[config.mk]
export PLATFORM = sky130hd
export DESIGN_NAME = ctlTop
export DESIGN_NICKNAME = d
export VERILOG_FILES = /design/src/hdl/ctlPkg.sv /design/src/hdl/ctlTop.sv /design/src/hdl/diagStatus.sv /design/src/hdl/diagDecode.sv /design/src/hdl/regControl.sv /design/src/hdl/microDecode.sv
export SDC_FILE = /design/constraint.sdc
export NUM_CORES = 1
export LEC_CHECK = 0
export BUFFER_PORTS_ARGS = -buffer_cell sky130_fd_sc_hd__buf_2
export CELL_PAD_IN_SITES_DETAIL_PLACEMENT = 1
export CELL_PAD_IN_SITES_GLOBAL_PLACEMENT = 1
export CORE_AREA = 2 2 98 77
export DETAILED_ROUTE_END_ITERATION = 10
export DIE_AREA = 0 0 100 79
export HOLD_SLACK_MARGIN = 0.05
export PLACE_DENSITY = 0.92
export SLEW_MARGIN = 10
export SYNTH_ARGS = -nofsm -noshare
export SYNTH_HDL_FRONTEND = slang
export SYNTH_SLANG_ARGS = --single-unit
[constraint.sdc]
create_clock -name CTL_DIAG_LD_FUNC_076 -period 3.2 [get_ports CTL_DIAG_LD_FUNC_076]
set_clock_uncertainty 0.1 [all_clocks]
set_input_delay 0 -clock CTL_DIAG_LD_FUNC_076 [delete_from_list [all_inputs] [get_ports CTL_DIAG_LD_FUNC_076]]
set_output_delay 0 -clock CTL_DIAG_LD_FUNC_076 [all_outputs]
set_load 0.01 [all_outputs]
[src/hdl/ctlPkg.sv]
package ctlPkg;

  // Dispatch field values
  localparam logic [4:0] dispAread  = 5'o02;
  localparam logic [4:0] dispReturn = 5'o03;
  localparam logic [4:0] dispNicond = 5'o06;
  localparam logic [4:0] dispMul    = 5'o30;
  localparam logic [4:0] dispDiv    = 5'o31;
  localparam logic [4:0] dispNorm   = 5'o35;
  localparam logic [4:0] dispEaMod  = 5'o36;

  // Special field values
  localparam logic [4:0] specMqShift = 5'o12;
  localparam logic [4:0] specArlInd  = 5'o22;

  // Condition field, bits 3 to 5
  localparam logic [2:0] condArllLoad = 3'd1;
  localparam logic [2:0] condArlrLoad = 3'd2;
  localparam logic [2:0] condArrLoad  = 3'd3;
  localparam logic [2:0] condArClr    = 3'd4;
  localparam logic [2:0] condArxClr   = 3'd5;
  localparam logic [2:0] condArlInd   = 3'd6;
  localparam logic [2:0] condRegCtl   = 3'd7;

  // Diagnostic function groups, ds bits 1 to 3
  localparam logic [2:0] diagLoad04 = 3'b100;
  localparam logic [2:0] diagLoad05 = 3'b101;
  localparam logic [2:0] diagLoad06 = 3'b110;
  localparam logic [2:0] diagLoad07 = 3'b111;
  localparam logic [2:0] diagRead10 = 3'b000;

  // Subfunctions within group 07
  localparam logic [2:0] diagLd076  = 3'd6;
  localparam logic [2:0] diagClkEdp = 3'd7;

  localparam int statusWidth = 40;

  typedef struct packed {
    logic [0:2] ar;
    logic [0:2] arx;
    logic       mq;
    logic [0:4] disp;
    logic [0:4] spec;
    logic [3:5] cond;
    logic [0:8] magic;
  } cramWordT;

  typedef struct packed {
    logic       dispAread;
    logic       dispReturn;
    logic       dispNicond;
    logic       dispMul;
    logic       dispDiv;
    logic       dispNorm;
    logic       dispEaMod;
    logic       specMqShift;
    logic       condArllLoad;
    logic       condArlrLoad;
    logic       condArrLoad;
    logic       condArClr;
    logic       condArxClr;
    logic       condArlInd;
    logic       condRegCtl;
    logic       arlInd;
    // Magic 0 to 2, then magic 7 to 8
    logic [0:4] regCtl;
    logic       arExp;
  } decodeT;

  typedef struct packed {
    logic [0:6]   ds;
    logic         diagStrobe;
    logic [24:28] data;
  } ebusInT;

  typedef struct packed {
    logic         driving;
    logic [24:28] data;
  } ebusOutT;

  typedef struct packed {
    logic       ar00to08Load;
    logic       ar09to17Load;
    logic       arrLoad;
    logic [0:2] arlSel;
    logic [0:2] arrSel;
    logic       ar00to11Clr;
    logic       ar12to17Clr;
    logic       arrClr;
  } arCtlT;

  typedef struct packed {
    logic       arxLoad;
    logic [0:2] arxlSel;
    logic [0:2] arxrSel;
    logic       arxClr;
  } arxCtlT;

  typedef struct packed {
    logic [0:1] mqSel;
    logic [0:1] mqmSel;
    logic       mqmEn;
    logic       mqClr;
  } mqCtlT;

  typedef struct packed {
    logic       ld04x;
    logic       ld05x;
    logic       ld06x;
    // One strobe per subfunction
    logic [7:0] ld07x;
    logic       diagRead;
    logic       diagArLoad;
  } diagFuncT;

  typedef struct packed {
    logic memReset;
    logic channelClkStop;
    logic ldEbusReg;
    logic forceExtend;
    logic diag4;
  } diagRegT;

endpackage
[src/hdl/ctlTop.sv]
module ctlTop (
  input  logic             CTL_DIAG_LD_FUNC_076,
  input  logic             arstN,
  input  ctlPkg::cramWordT cram,
  input  ctlPkg::ebusInT   ebusIn,
  input  logic             condEn,
  input  logic             condDiagFunc,
  input  logic             aprClk,
  input  logic             respMbox,
  input  logic             respSim,
  input  logic             conFmXfer,
  input  logic             mclLoadAr,
  input  logic             mclLoadArx,
  input  logic             mclMemArlInd,
  input  logic             mcl18BitEa,
  input  logic             mcl23BitEa,
  input  logic             arx18,
  output ctlPkg::arCtlT    arCtl,
  output ctlPkg::arxCtlT   arxCtl,
  output ctlPkg::mqCtlT    mqCtl,
  output ctlPkg::diagFuncT diagFunc,
  output ctlPkg::diagRegT  diagReg,
  output ctlPkg::ebusOutT  ebusOut
);
  import ctlPkg::*;

  decodeT     decode;
  logic [2:0] diagSel;

  microDecode uDecode (
    .cram         (cram),
    .condEn       (condEn),
    .mclMemArlInd (mclMemArlInd),
    .decode       (decode)
  );

  regControl uRegCtl (
    .cram       (cram),
    .decode     (decode),
    .diagArLoad (diagFunc.diagArLoad),
    .conFmXfer  (conFmXfer),
    .mclLoadAr  (mclLoadAr),
    .mclLoadArx (mclLoadArx),
    .respMbox   (respMbox),
    .respSim    (respSim),
    .mcl18BitEa (mcl18BitEa),
    .mcl23BitEa (mcl23BitEa),
    .arx18      (arx18),
    .arCtl      (arCtl),
    .arxCtl     (arxCtl),
    .mqCtl      (mqCtl)
  );

  // Function source is console ds or the microword magic field
  diagDecode uDiagDec (
    .ebusIn       (ebusIn),
    .cram         (cram),
    .condDiagFunc (condDiagFunc),
    .aprClk       (aprClk),
    .diagFunc     (diagFunc),
    .diagSel      (diagSel)
  );

  diagStatus uDiagStat (
    .CTL_DIAG_LD_FUNC_076 (CTL_DIAG_LD_FUNC_076),
    .arstN                (arstN),
    .ebusData             (ebusIn.data),
    .diagFunc             (diagFunc),
    .diagSel              (diagSel),
    .arCtl                (arCtl),
    .arxCtl               (arxCtl),
    .mqCtl                (mqCtl),
    .diagReg              (diagReg),
    .ebusOut              (ebusOut)
  );

endmodule

[src/hdl/diagStatus.sv]
module diagStatus (
  input  logic             CTL_DIAG_LD_FUNC_076,
  input  logic             arstN,
  input  logic [0:4]       ebusData,
  input  ctlPkg::diagFuncT diagFunc,
  input  logic [2:0]       diagSel,
  input  ctlPkg::arCtlT    arCtl,
  input  ctlPkg::arxCtlT   arxCtl,
  input  ctlPkg::mqCtlT    mqCtl,
  output ctlPkg::diagRegT  diagReg,
  output ctlPkg::ebusOutT  ebusOut
);
  import ctlPkg::*;

  logic [0:statusWidth-1] status;
  logic                   loadReg;

  assign loadReg = diagFunc.ld07x[diagLd076];

  // Diagnostic control register written by function 076
  always_ff @(posedge CTL_DIAG_LD_FUNC_076 or negedge arstN) begin
    if (!arstN) begin
      diagReg <= '0;
    end else if (loadReg) begin
      diagReg <= diagRegT'(ebusData);
    end
  end

  // Slice 0 is the top five bits of the readback
  assign status = {arCtl, arxCtl, mqCtl, diagReg, 9'b0};

  always_comb begin
    if (diagFunc.diagRead) begin
      ebusOut.driving = 1'b1;
      ebusOut.data    = status[diagSel * 5 +: 5];
    end else begin
      ebusOut.driving = 1'b0;
      ebusOut.data    = '0;
    end
  end

endmodule

[src/hdl/diagDecode.sv]
module diagDecode (
  input  ctlPkg::ebusInT   ebusIn,
  input  ctlPkg::cramWordT cram,
  input  logic             condDiagFunc,
  input  logic             aprClk,
  output ctlPkg::diagFuncT diagFunc,
  output logic [2:0]       diagSel
);
  import ctlPkg::*;

  logic       consoleCtl;
  logic [0:6] code;
  logic       strobe;
  logic       loadEn;
  logic [2:0] group;
  logic [2:0] sub;

  // Console owns the function code when either high ds bit is set
  assign consoleCtl = ebusIn.ds[0] | ebusIn.ds[1];

  always_comb begin
    if (consoleCtl) begin
      code   = ebusIn.ds;
      strobe = ebusIn.diagStrobe;
    end else begin
      code   = cram.magic[2:8];
      strobe = condDiagFunc & aprClk;
    end
  end

  assign group  = code[1:3];
  assign sub    = code[4:6];
  assign loadEn = code[0] & strobe;

  // Load groups
  always_comb begin
    diagFunc.ld04x = loadEn && (group == diagLoad04);
    diagFunc.ld05x = loadEn && (group == diagLoad05);
    diagFunc.ld06x = loadEn && (group == diagLoad06);
    if (loadEn && (group == diagLoad07)) begin
      diagFunc.ld07x = 8'b1 << sub;
    end else begin
      diagFunc.ld07x = 8'b0;
    end
  end

  // Read group 10x
  assign diagFunc.diagRead = loadEn && (group == diagRead10);

  // All ones code loads AR, level only
  assign diagFunc.diagArLoad = code[0] && (group == diagLoad07) && (sub == diagClkEdp);

  assign diagSel = sub;

endmodule

[src/hdl/regControl.sv]
module regControl (
  input  ctlPkg::cramWordT cram,
  input  ctlPkg::decodeT   decode,
  input  logic             diagArLoad,
  input  logic             conFmXfer,
  input  logic             mclLoadAr,
  input  logic             mclLoadArx,
  input  logic             respMbox,
  input  logic             respSim,
  input  logic             mcl18BitEa,
  input  logic             mcl23BitEa,
  input  logic             arx18,
  output ctlPkg::arCtlT    arCtl,
  output ctlPkg::arxCtlT   arxCtl,
  output ctlPkg::mqCtlT    mqCtl
);
  import ctlPkg::*;

  logic       resp;
  logic       fmArLoad;
  logic       fmArxLoad;
  logic       arDiag;
  logic [0:2] arlMux;
  logic [0:2] arxSel;
  logic       arlClrBase;
  logic       shortEa;
  logic       leftLoad;
  logic       mqSet;
  logic       mqShiftTerm;

  assign resp      = respMbox | respSim;
  assign fmArLoad  = conFmXfer & mclLoadAr;
  assign fmArxLoad = conFmXfer & mclLoadArx;
  assign arDiag    = cram.ar[2] | diagArLoad;

  // Indirect AR left select comes from the magic field
  assign arlMux = decode.arlInd ? cram.magic[6:8] : cram.ar;

  always_comb begin
    arCtl.arlSel[0] = arlMux[0];
    arCtl.arlSel[1] = arlMux[1] | diagArLoad | fmArLoad;
    arCtl.arlSel[2] = arlMux[2];

    arCtl.arrSel[0] = (mclLoadAr | arDiag) & (arDiag | resp);
    arCtl.arrSel[1] = cram.ar[1] | decode.dispAread | diagArLoad | fmArLoad;
    arCtl.arrSel[2] = cram.ar[2];
  end

  // Clears, magic bits 2 to 5 take over under indirect
  always_comb begin
    if (decode.arlInd) begin
      mqCtl.mqClr   = cram.magic[2];
      arxCtl.arxClr = cram.magic[3];
      arlClrBase    = cram.magic[4];
      arCtl.arrClr  = cram.magic[5];
    end else begin
      mqCtl.mqClr   = 1'b0;
      arxCtl.arxClr = decode.condArxClr;
      arlClrBase    = decode.condArClr;
      arCtl.arrClr  = decode.condArClr;
    end
  end

  // Short EA clears the upper half address bits
  assign shortEa           = decode.dispEaMod & arx18;
  assign arCtl.ar12to17Clr = arlClrBase | mcl18BitEa | shortEa;
  assign arCtl.ar00to11Clr = arCtl.ar12to17Clr | mcl23BitEa;

  // AR loads
  assign leftLoad = arCtl.ar00to11Clr | (|arCtl.arlSel);

  always_comb begin
    arCtl.ar09to17Load = decode.condArlrLoad | decode.regCtl[1] | leftLoad;
    arCtl.ar00to08Load = decode.condArllLoad | decode.regCtl[0] | leftLoad |
                         (cram.magic[0] & decode.arlInd);
    arCtl.arrLoad      = decode.regCtl[2] | cram.ar[2] | arCtl.arrSel[1] |
                         arCtl.arrSel[0] | arCtl.arrClr | decode.condArrLoad;
  end

  // ARX left and right share one select
  always_comb begin
    arxSel[0] = (mclLoadArx | cram.arx[2]) & (cram.arx[2] | resp);
    arxSel[1] = cram.arx[1] | fmArxLoad;
    arxSel[2] = cram.arx[2];
  end

  assign arxCtl.arxlSel = arxSel;
  assign arxCtl.arxrSel = arxSel;
  assign arxCtl.arxLoad = cram.arx[0] | arxSel[1] | arxSel[2] | arxCtl.arxClr;

  // MQ and MQM steering
  assign mqSet       = decode.regCtl[3] | mqCtl.mqClr;
  assign mqShiftTerm = mqCtl.mqClr | decode.regCtl[4] | decode.specMqShift |
                       decode.dispMul | decode.dispDiv;

  always_comb begin
    mqCtl.mqmEn     = cram.mq;
    mqCtl.mqmSel[0] = cram.mq & mqShiftTerm;
    mqCtl.mqmSel[1] = cram.mq & mqSet;
    mqCtl.mqSel[0]  = ~cram.mq & mqShiftTerm;
    mqCtl.mqSel[1]  = ~cram.mq & mqSet;
  end

endmodule

[src/hdl/microDecode.sv]
module microDecode (
  input  ctlPkg::cramWordT cram,
  input  logic             condEn,
  input  logic             mclMemArlInd,
  output ctlPkg::decodeT   decode
);
  import ctlPkg::*;

  logic specArlIndHit;
  logic condArlIndHit;
  logic condRegCtlHit;

  // Dispatch field
  always_comb begin
    decode.dispAread  = cram.disp == dispAread;
    decode.dispReturn = cram.disp == dispReturn;
    decode.dispNicond = cram.disp == dispNicond;
    decode.dispMul    = cram.disp == dispMul;
    decode.dispDiv    = cram.disp == dispDiv;
    decode.dispNorm   = cram.disp == dispNorm;
    decode.dispEaMod  = cram.disp == dispEaMod;
  end

  // Special field
  assign decode.specMqShift = cram.spec == specMqShift;
  assign specArlIndHit      = cram.spec == specArlInd;

  // Condition field, one-hot only while enabled
  always_comb begin
    decode.condArllLoad = condEn && (cram.cond == condArllLoad);
    decode.condArlrLoad = condEn && (cram.cond == condArlrLoad);
    decode.condArrLoad  = condEn && (cram.cond == condArrLoad);
    decode.condArClr    = condEn && (cram.cond == condArClr);
    decode.condArxClr   = condEn && (cram.cond == condArxClr);
    condArlIndHit       = condEn && (cram.cond == condArlInd);
    condRegCtlHit       = condEn && (cram.cond == condRegCtl);
  end

  assign decode.condArlInd = condArlIndHit;
  assign decode.condRegCtl = condRegCtlHit;

  // Memory, special or condition can each ask for indirect AR left
  assign decode.arlInd = mclMemArlInd | specArlIndHit | condArlIndHit;

  // Magic field register controls
  assign decode.regCtl = {cram.magic[0:2], cram.magic[7:8]} & {5{condRegCtlHit}};
  assign decode.arExp  = cram.magic[5] & condRegCtlHit;

endmodule

==> summary.txt <==
========================================================================================
Outcome ................................................................... finished clean
Switching share of power ..................................................        0.505
Total I/O pin count .......................................................          106
Count of different cell masters after synthesis ...........................           75
Share of async-settable or async-resettable flops after synthesis .........         1.00
Longest individual stage delay on the worst path ..........................      0.41 ns
Instance count along the most critical hold path ..........................            2
Cells along the critical path ............................................. buf_2 -> or2_4 -> mux2_2 -> ha_1 -> ha_1 -> buf_4 -> nor2_1 -> nand3_1 -> a21oi_1 -> nor4_1 -> nor4_1 -> buf_2
Layout cells sized above 1 ................................................        0.343
ANT nets after route ......................................................            0
Sink count of the clock tree ..............................................            5
Number of rows created at floorplan .......................................           27
Total of flip-flops plus latches after synthesis ..........................            5
Number of max-capacitance violations reported .............................            0
Number of buffers added for setup after CTS ...............................            0
Static Leak ...............................................................   0.00132 uW
Net count after synthesis .................................................          386
Largest net degree at the start of global routing .........................           31
Overall power .............................................................       708 uW
Worst path arrival time ...................................................      2.72 ns
Nets ......................................................................          480
Type of origin of the critical path ....................................... primary input
Transition time at the pin with the least slew margin .....................     0.833 ns
Multi-input gate area .....................................................    1780 um^2
Register-to-Register Setup Slack ..........................................      2.27 ns
Inserted Clock Buffers ....................................................            3
Area delta synth->final ...................................................        29.6%
Mean Syn Cell Area ........................................................    6.61 um^2
Launching point of the worst reg2reg path ................................. uDiagStat.diagReg[0]
Portion of the post-synthesis area used by sequential elements ............       0.0579
Biggest register .......................................................... uDiagStat.diagReg
Setup repair after global routing missed its margin .......................           no
Buffer levels on the longest clock path ...................................            2
Half-perimeter wire length after placement ................................      7930 um
Number of placed cells counting well taps .................................          496
Primary FF master, synth .................................................. sky130_fd_sc_hd__dfrtp_1
Number of enable-type register cells in the synthesized netlist ...........            0
Final RePlAce weighted congestion .........................................        0.982
Total net switching power .................................................       358 uW
Combinational fraction of design power ....................................        0.704
Critical hold path startpoint .............................................     cram[23]
Quantity of I/O buffers inserted on ports .................................          105
Largest registers in the final layout ..................................... uDiagStat.diagReg: 5 flops
Shortest period the worst path allows .....................................      2.82 ns
Die footprint .............................................................    7900 um^2
Terminus of the critical flop-to-flop path ................................ uDiagStat.diagReg[0]
Max VDD drop ..............................................................       118 uV
Crit-path max FO ..........................................................           17
Die span in x .............................................................       100 um
Final std cells w/o fill ..................................................          507
Power density over the cells ..............................................  253 nW/um^2
Antenna violations before repair ..........................................            0
Hold Path Class ........................................................... primary input to output pin
Worst hold path endpoint ..................................................    arxCtl[1]
Number of fill cells in the layout ........................................          965
Final total negative setup slack ..........................................         0 ns
Detailed-route wire length ................................................     10100 um
Number of cells produced by synthesis .....................................          327
Critical path required time ...............................................      3.10 ns
CP endpoint kind ..........................................................   output pin
Worst setup path class .................................................... primary input to output pin
Vias per cell .............................................................         6.11
DR iter-0 viols ...........................................................          373
Initial cell density of the core ..........................................        0.308
TritonCTS clock tree ......................................................        built
Share of total power in the clock network .................................        0.177
Wire length of the first global-routing pass ..............................     16100 um
Synthesis Warnings ........................................................            0
Sequential cell fraction of total power ...................................        0.119
Count of antenna diodes in the layout .....................................            0
Via count of the first global-routing pass ................................         3044
Internal power consumption ................................................       350 uW
Post-synth top area share .................................................       0.0579
Router iterations before antenna repair ...................................            5
Overall track demand over capacity in global routing ......................        0.253
Core area .................................................................    7030 um^2
Via count .................................................................         3099
Yosys top cell by area .................................................... sky130_fd_sc_hd__dfrtp_1
CTS Root Buffer Type ...................................................... sky130_fd_sc_hd__clkbuf_8
Number of DRC violations after detailed routing ...........................            0
Clk_lat worst skew ........................................................      0.24 ns
Relative slew slack .......................................................        0.430
Number of pins with negative max-slew slack in the final report ...........            0
Overflow left after global routing ........................................            0
Die Y .....................................................................        79 um
Portion of the clock cycle consumed by the worst path in the final layout .        0.881
Number of hold violations in the final report .............................            0
Reg2reg path depth ........................................................            1
Max frequency .............................................................    0.355 GHz
Number of flip-flops under the largest register name ......................            5
Total of endpoints with negative setup slack in the final report ..........            0
Total standard cell area after synthesis ..................................    2160 um^2
# H-tree levels ...........................................................            1
Storage cell area .........................................................     125 um^2
Drt wl/cell ...............................................................      20.0 um
First element of the critical path ........................................   ebusIn[12]
Slowest stage cell, crit path ............................................. sky130_fd_sc_hd__ha_1
Leading post-synthesis cells by cell area ................................. sky130_fd_sc_hd__dfrtp_1, sky130_fd_sc_hd__nor2_1, sky130_fd_sc_hd__a21oi_1
========================================================================================
-- per-stage QoR --
step / utilization / hold WS (ns) / area [um^2] / setup WS [ns]
4_1_cts: 0.397 / 0.0514 / 2790 / 0.260
6_report: 0.399 / 0.196 / 2800 / 0.382
3_5_place_dp: 0.382 / -0.279 / 2690 / 0.272
2_1_floorplan: - / -0.396 / 2160 / 0.416
3_3_place_gp: 0.382 / -0.285 / 2690 / 0.383
5_1_grt: 0.399 / 0.207 / 2800 / 0.151
-- power groups by stage --
| stage | logic [uW] | clock network, uW | registers, uW |
|---|---|---|---|
| 5_1_grt | 540 | 134 | 85.4 |
| 3_3_place_gp | 465 | 0 | 83.0 |
| 2_1_floorplan | 300 | 0 | 85.0 |
| 3_5_place_dp | 474 | 0 | 83.8 |
| 6_report | 498 | 125 | 84.3 |
| 4_1_cts | 483 | 119 | 82.9 |
-- per-layer routing --
layer	track usage	wire (um)	vias to the layer above	share of wire
met4	0.0301	96	0	0.0095
li1	-	-	1419	-
met1	0.354	4620	1499	0.46
met2	0.421	4600	164	0.45
met5	0	0	-	0
met3	0.0414	805	17	0.080
-- synth_stat cells, drive strengths merged (6+ instances only) --
master,instances
mux2,7
nor2,33
a21oi,23
a31oi,7
nor3,15
nand4,7
buf,23
nand2,27
inv,17
o21ai,22
nor4,6
o211ai,6
clkbuf,11
nand3,12
a211oi,9
mux2i,10
-- worst max-delay path by stage --
stage	to	slack [ns]	cells after the start
CTS	ebusOut[3]	0.26	12
global route	ebusOut[3]	0.15	12
finish	ebusOut[3]	0.38	12
floorplan	ebusOut[3]	0.42	15
detailed placement	ebusOut[3]	0.27	12
global placement	ebusOut[3]	0.38	12
-- timing repair --
item,4_1_cts,5_1_grt
setup endpoints to repair,0,1
hold buffers,6,1
resized for setup,0,1
endpoints found under the hold margin,10,3
-- cell type report --
cell class	count	area share
clock buffers	4	0.0161
flip-flops and latches	5	0.0446
repair buffers	123	0.242
inverters	17	0.0228
well taps	87	0.0388
multi-input cells	271	0.636
-- layout by cell type, fill, tap and decap left out, drive strengths merged, types with 3 or more instances in the layout --
| cell | instances |
|---|---|
| a21oi | 23 |
| inv | 17 |
| a21o | 5 |
| dfrtp | 5 |
| mux2i | 10 |
| dlygate4sd3 | 7 |
| or3 | 5 |
| o21ai | 22 |
| nor3 | 15 |
| nand3 | 12 |
| a2111oi | 3 |
| or2 | 5 |
| nor2 | 33 |
| mux2 | 7 |
| o2bb2ai | 3 |
| a211oi | 9 |
| clkbuf | 4 |
| a221oi | 5 |
| or3b | 3 |
| ha | 3 |
| a31oi | 7 |
| nand2 | 27 |
| nor2b | 5 |
| nor4 | 6 |
| nand4 | 7 |
| nor3b | 4 |
| and2 | 3 |
| o211ai | 6 |
| buf | 116 |
-- worst max-delay path, delay by kind of cell --
kind                     cells  cell delay, ns
buffers and inverters        3            0.61
AND/OR/NAND/NOR              5            1.00
AO/OA/AOI/OAI                1            0.14
adder cells (fa/ha/maj)      2            0.61
multiplexers                 1            0.35
-- cell families (layout without fill, tap and decap cells) --
group / Yosys count / count (layout) / share of synthesized area
buffers and inverters: 51 / 144 / 0.119
and+or+nand+nor: 138 / 138 / 0.341
DFF: 5 / 5 / 0.0579
xor gates and xnor gates: 1 / 1 / 0.00405
muxes: 18 / 18 / 0.0932
AOI/OAI and AO/OA: 111 / 111 / 0.367
adders and majority gates: 3 / 3 / 0.0174
Power figures use the tool's default switching activity.
